$ cat src/source/icachePkg.sv
`default_nettype none

package icachePkg;

    localparam int NumWays      = 4;
    localparam int NumSets      = 64;
    localparam int OffsetBits   = 4;
    localparam int IndexBits    = 6;
    localparam int TagBits      = 22;
    localparam int LineBits     = 128;
    localparam int WordsPerLine = 4;

    // byte address, also used as the physical address
    typedef logic [31:0] addrT;

    typedef logic [31:0] instT;

    // address bits 31:10
    typedef logic [TagBits-1:0] tagT;

    // address bits 9:4
    typedef logic [IndexBits-1:0] indexT;

    // word k sits in bits 32k and up
    typedef logic [LineBits-1:0] lineT;

    typedef logic [$clog2(NumWays)-1:0] wayT;

    // bit 0 picks the pair, bit 1 the low pair member, bit 2 the high pair member
    typedef logic [NumWays-2:0] ageT;

    typedef enum logic [1:0] {
        sReset,
        sRunning,
        sBlock,
        sRecover
    } fetchStateT;

endpackage

`default_nettype wire

$ cat src/source/plruTree.sv
`timescale 1ns/1ps
`default_nettype none

module plruTree (
    input  logic             clk,
    input  logic             rst,
    input  logic             updateEn,
    input  icachePkg::indexT updateIndex,
    input  icachePkg::wayT   updateWay,
    input  icachePkg::indexT victimIndex,
    output icachePkg::wayT   victim
);

    icachePkg::ageT trees [icachePkg::NumSets];
    icachePkg::ageT victimTree;

    // each update points the tree away from the way just used
    always_ff @(posedge clk) begin
        if (rst) begin
            for (int i = 0; i < icachePkg::NumSets; i++) begin
                trees[i] <= '0;
            end
        end else if (updateEn) begin
            case (updateWay)
                2'd0: begin
                    trees[updateIndex][0] <= 1'b0;
                    trees[updateIndex][1] <= 1'b0;
                end
                2'd1: begin
                    trees[updateIndex][0] <= 1'b0;
                    trees[updateIndex][1] <= 1'b1;
                end
                2'd2: begin
                    trees[updateIndex][0] <= 1'b1;
                    trees[updateIndex][2] <= 1'b0;
                end
                default: begin
                    trees[updateIndex][0] <= 1'b1;
                    trees[updateIndex][2] <= 1'b1;
                end
            endcase
        end
    end

    assign victimTree = trees[victimIndex];

    always_comb begin
        if (victimTree[0] && victimTree[1]) begin
            victim = 2'd0;
        end else if (victimTree[0]) begin
            victim = 2'd1;
        end else if (victimTree[2]) begin
            victim = 2'd2;
        end else begin
            victim = 2'd3;
        end
    end

endmodule

`default_nettype wire

$ cat config.mk
export PLATFORM = sky130hd
export DESIGN_NAME = plruTree
export DESIGN_NICKNAME = d
export VERILOG_FILES = /design/src/source/icachePkg.sv /design/src/source/plruTree.sv
export SDC_FILE = /design/constraint.sdc
export NUM_CORES = 1
export LEC_CHECK = 0
export ABC_AREA = 0
export BUFFER_PORTS_ARGS = -buffer_cell sky130_fd_sc_hd__buf_2
export CELL_PAD_IN_SITES_DETAIL_PLACEMENT = 1
export CELL_PAD_IN_SITES_GLOBAL_PLACEMENT = 1
export CORE_AREA = 2 2 109 190
export DETAILED_ROUTE_END_ITERATION = 16
export DIE_AREA = 0 0 111 192
export PLACE_DENSITY = 0.86
export SLEW_MARGIN = 15
export SYNTH_ARGS = -nofsm -noshare
export SYNTH_HDL_FRONTEND = slang
export SYNTH_SLANG_ARGS = --single-unit
$ cat constraint.sdc
create_clock -name clk -period 2.75 [get_ports clk]
set_input_delay 0.1375 -clock clk [delete_from_list [all_inputs] [get_ports clk]]
set_output_delay 0.1375 -clock clk [all_outputs]
set_load 0.1 [all_outputs]
==> flow_summary.toml <==
[run_status]
status = "complete, but fails checks"
failed_checks = "negative setup slack"

[sta]
hold_viol_final = 0
rsz0062_at_grt = "true"
fin_ws_ns = -0.2351
worstMarginPinSlew_ns = 1.100
period_needed_ns = 2.985
max_freq_mhz = 335.0
period_share = 1.086
max-slew-margin-rel = 0.2636
setup_violations = 2
slew_violations = 0

[final_layout]
num-fill-cells = 1980
final_util = 0.5700
reg_top3 = "trees x192"
top_register = "trees"
largest_reg_flops = 192
nets = 856
finalInstanceArea_sq_um = 11200
area_delta_synth_final_pct = 10.34
antenna_cells = 0
drive_gt1_frac = 0.2336

[cts]
clock-sinks = 192
clock_path_buffers = 2
htreeDepth = 4
cts_hold_buf = 0
cts_tree = "done"
path_clk_slew_ns = 0.08
cts_made_buffers = 17
cts_root_buffer = "clkbuf_16"

[pwr]
cellLeakagePower_nw = 3.904
ir_drop_v = 0.0003558
power_density_nw_per_um2 = 613.4

[critical_path]
startpoint_type = "flip-flop"
cp-end-kind = "output pin"
worst_ep_arrival_time_ns = 2.85
critPathKind = "reg -> out"
crit_path_max_fanout = 2
crit_required_ns = 2.61

[synthesis]
synth_nets = 858
synthesis.area_sq_um = 10150
syn_inst = 841
yosys_warnings = 0
synth.ff_latch_count = 192
yosysTopAreaCell = "edfxtp_1"
synth_top_area_frac = 0.5678
yosysSeqAreaShare = 0.5678
ys_top_cells_by_area = "edfxtp_1, mux4_2, nor2_1, or2_2, o21bai_1"
avgSynthCellArea_sq_um = 12.07
synth.distinct_cells = 43

[floorplan]
row_count = 68
core-area_sq_um = 19650
start_util = 0.5166
fp.dieArea_sq_um = 21310
die_w_um = 111
ios = 19
die_y_um = 192

[detailed_routing]
firstDrtPassIters = 6
via_per_inst = 6.501
route.antenna.remaining_nets = 0
drtIter0Drc = 620
wl_um = 30990
vias = 7132
drc = 0
wl_per_cell_um = 28.25

[run]
cap_violations = 0

[global_route]
grt_pass1_wl_um = 47100
grt_max_degree = 78
antenna_found_initial = 0
grtUsageTotal = 0.3024
grt-ovfl-total = 0
grt_pass1_vias = 7572

[hold_path]
worst_hold_path_type = "in -> reg"

[place]
port_buffers = 18
place_area_sq_um = 10550
gp_congestion = 0.9157
post-dp-hpwl_um = 21630
## per-layer routing
metal	track usage	vias to the layer above	wire length, um
met5	0	-	0
met4	0.1875	0	2150
met3	0.04449	128	1744
met2	0.5552	382	16590
met1	0.3265	3622	10510
li1	-	3000	-
## power by group
| group | total (W) | internal, W | leakage [nW] | switching [W] |
|---|---|---|---|---|
| registers | 0.00344 | 0.00337 | 1.80 | 0.0000696 |
| clock network | 0.00263 | 0.00139 | 0.303 | 0.00124 |
| logic | 0.000804 | 0.000339 | 1.80 | 0.000465 |
## logic make-up (layout without fill, tap and decap cells)
logic type	Yosys count	after routing	share of synthesized area
DFF	192	192	0.5678
and+or+nand+nor	433	433	0.2120
buffers and inverters	75	86	0.03130
AOI/OAI and AO/OA	80	80	0.05829
muxes	61	61	0.1306
## placed cells by master (no fill, tap or decap), types with 2 or more instances in the layout
cell	instances
a211oi_1	2
mux2i_4	2
a21oi_1	3
buf_2	14
inv_1	2
or2_2	53
o22ai_1	2
clkinv_4	3
a21o_1	25
bufinv_16	2
nand2_1	57
and2_1	18
nor2_1	162
buf_4	32
nand2b_1	30
a22oi_1	3
o221ai_1	2
mux4_2	53
nor3_1	8
nor2b_1	40
mux2i_1	4
inv_8	2
edfxtp_1	192
clkinv_8	2
o21bai_1	38
or2_1	14
or3_1	2
and3_1	33
nand3_1	7
inv_6	6
or3b_2	2
buf_12	4
clkbuf_16	17
## worst paths after layout
check  slack [ns]          from  cells after the start      endpoint
max         -0.24  trees[31][0]                      6     victim[0]
min          0.15           rst                      2  trees[20][2]
## per-stage QoR
step | hold slack [ns] | setup slack [ns] | power (W) | std cells | TNS (ns)
2_1_floorplan | 0.3630 | -0.4188 | 0.003989 | 841 | -0.4188
4_1_cts | 0.1406 | -0.2285 | 0.006865 | 1097 | -0.3758
3_3_place_gp | 0.5825 | 0.09955 | 0.004226 | 1064 | 0
5_1_grt | 0.1712 | -0.2941 | 0.007031 | 1097 | -0.4942
6_report | 0.1532 | -0.2351 | 0.006872 | 1097 | -0.3841
3_5_place_dp | 0.5875 | 0.03500 | 0.004274 | 1064 | 0
## critical path: stages, from the launching register on
cell	delay, ns
edfxtp_1	0.42
mux4_2	0.50
mux4_2	0.49
mux2_4	0.29
mux2i_4	0.20
mux2i_4	0.30
buf_12	0.20
## cells in the mapped netlist, drive strengths merged
cell type / n
a41oi: 1
nor2b: 41
nand2: 57
mux4: 54
nand3: 7
mux2i: 6
clkbuf: 60
o21ai: 2
mux2: 1
nor2: 162
and3: 33
inv: 3
nand4: 1
or3: 2
or3b: 2
a22o: 1
a21o: 25
a2111oi: 1
a21oi: 3
o21bai: 38
or2: 67
and2: 18
nor3: 8
edfxtp: 192
nor4: 2
o22ai: 2
o221ai: 2
nand3b: 1
and3b: 1
a211oi: 2
buf: 12
a22oi: 3
nor3b: 1
nand2b: 30
## final cells by class
type | instances | area (sq um) | share of cell area
clock inverters | 15 | 193.9 | 0.01731
inverters | 3 | 11.26 | 0.001005
multi-input cells | 574 | 4099 | 0.3659
repair buffers | 51 | 401.6 | 0.03585
clock buffers | 17 | 425.4 | 0.03797
well taps | 245 | 306.5 | 0.02736
flip-flops and latches | 192 | 5766 | 0.5146
## repair_timing
| item | CTS | global route |
|---|---|---|
| cloned | 0 | 0 |
| pin swaps | 1 | 0 |
| setup endpoints to repair | 2 | 2 |
| setup buffers | 1 | 1 |
| gates resized for setup | 4 | 1 |
(Power assumes the default switching activity.)
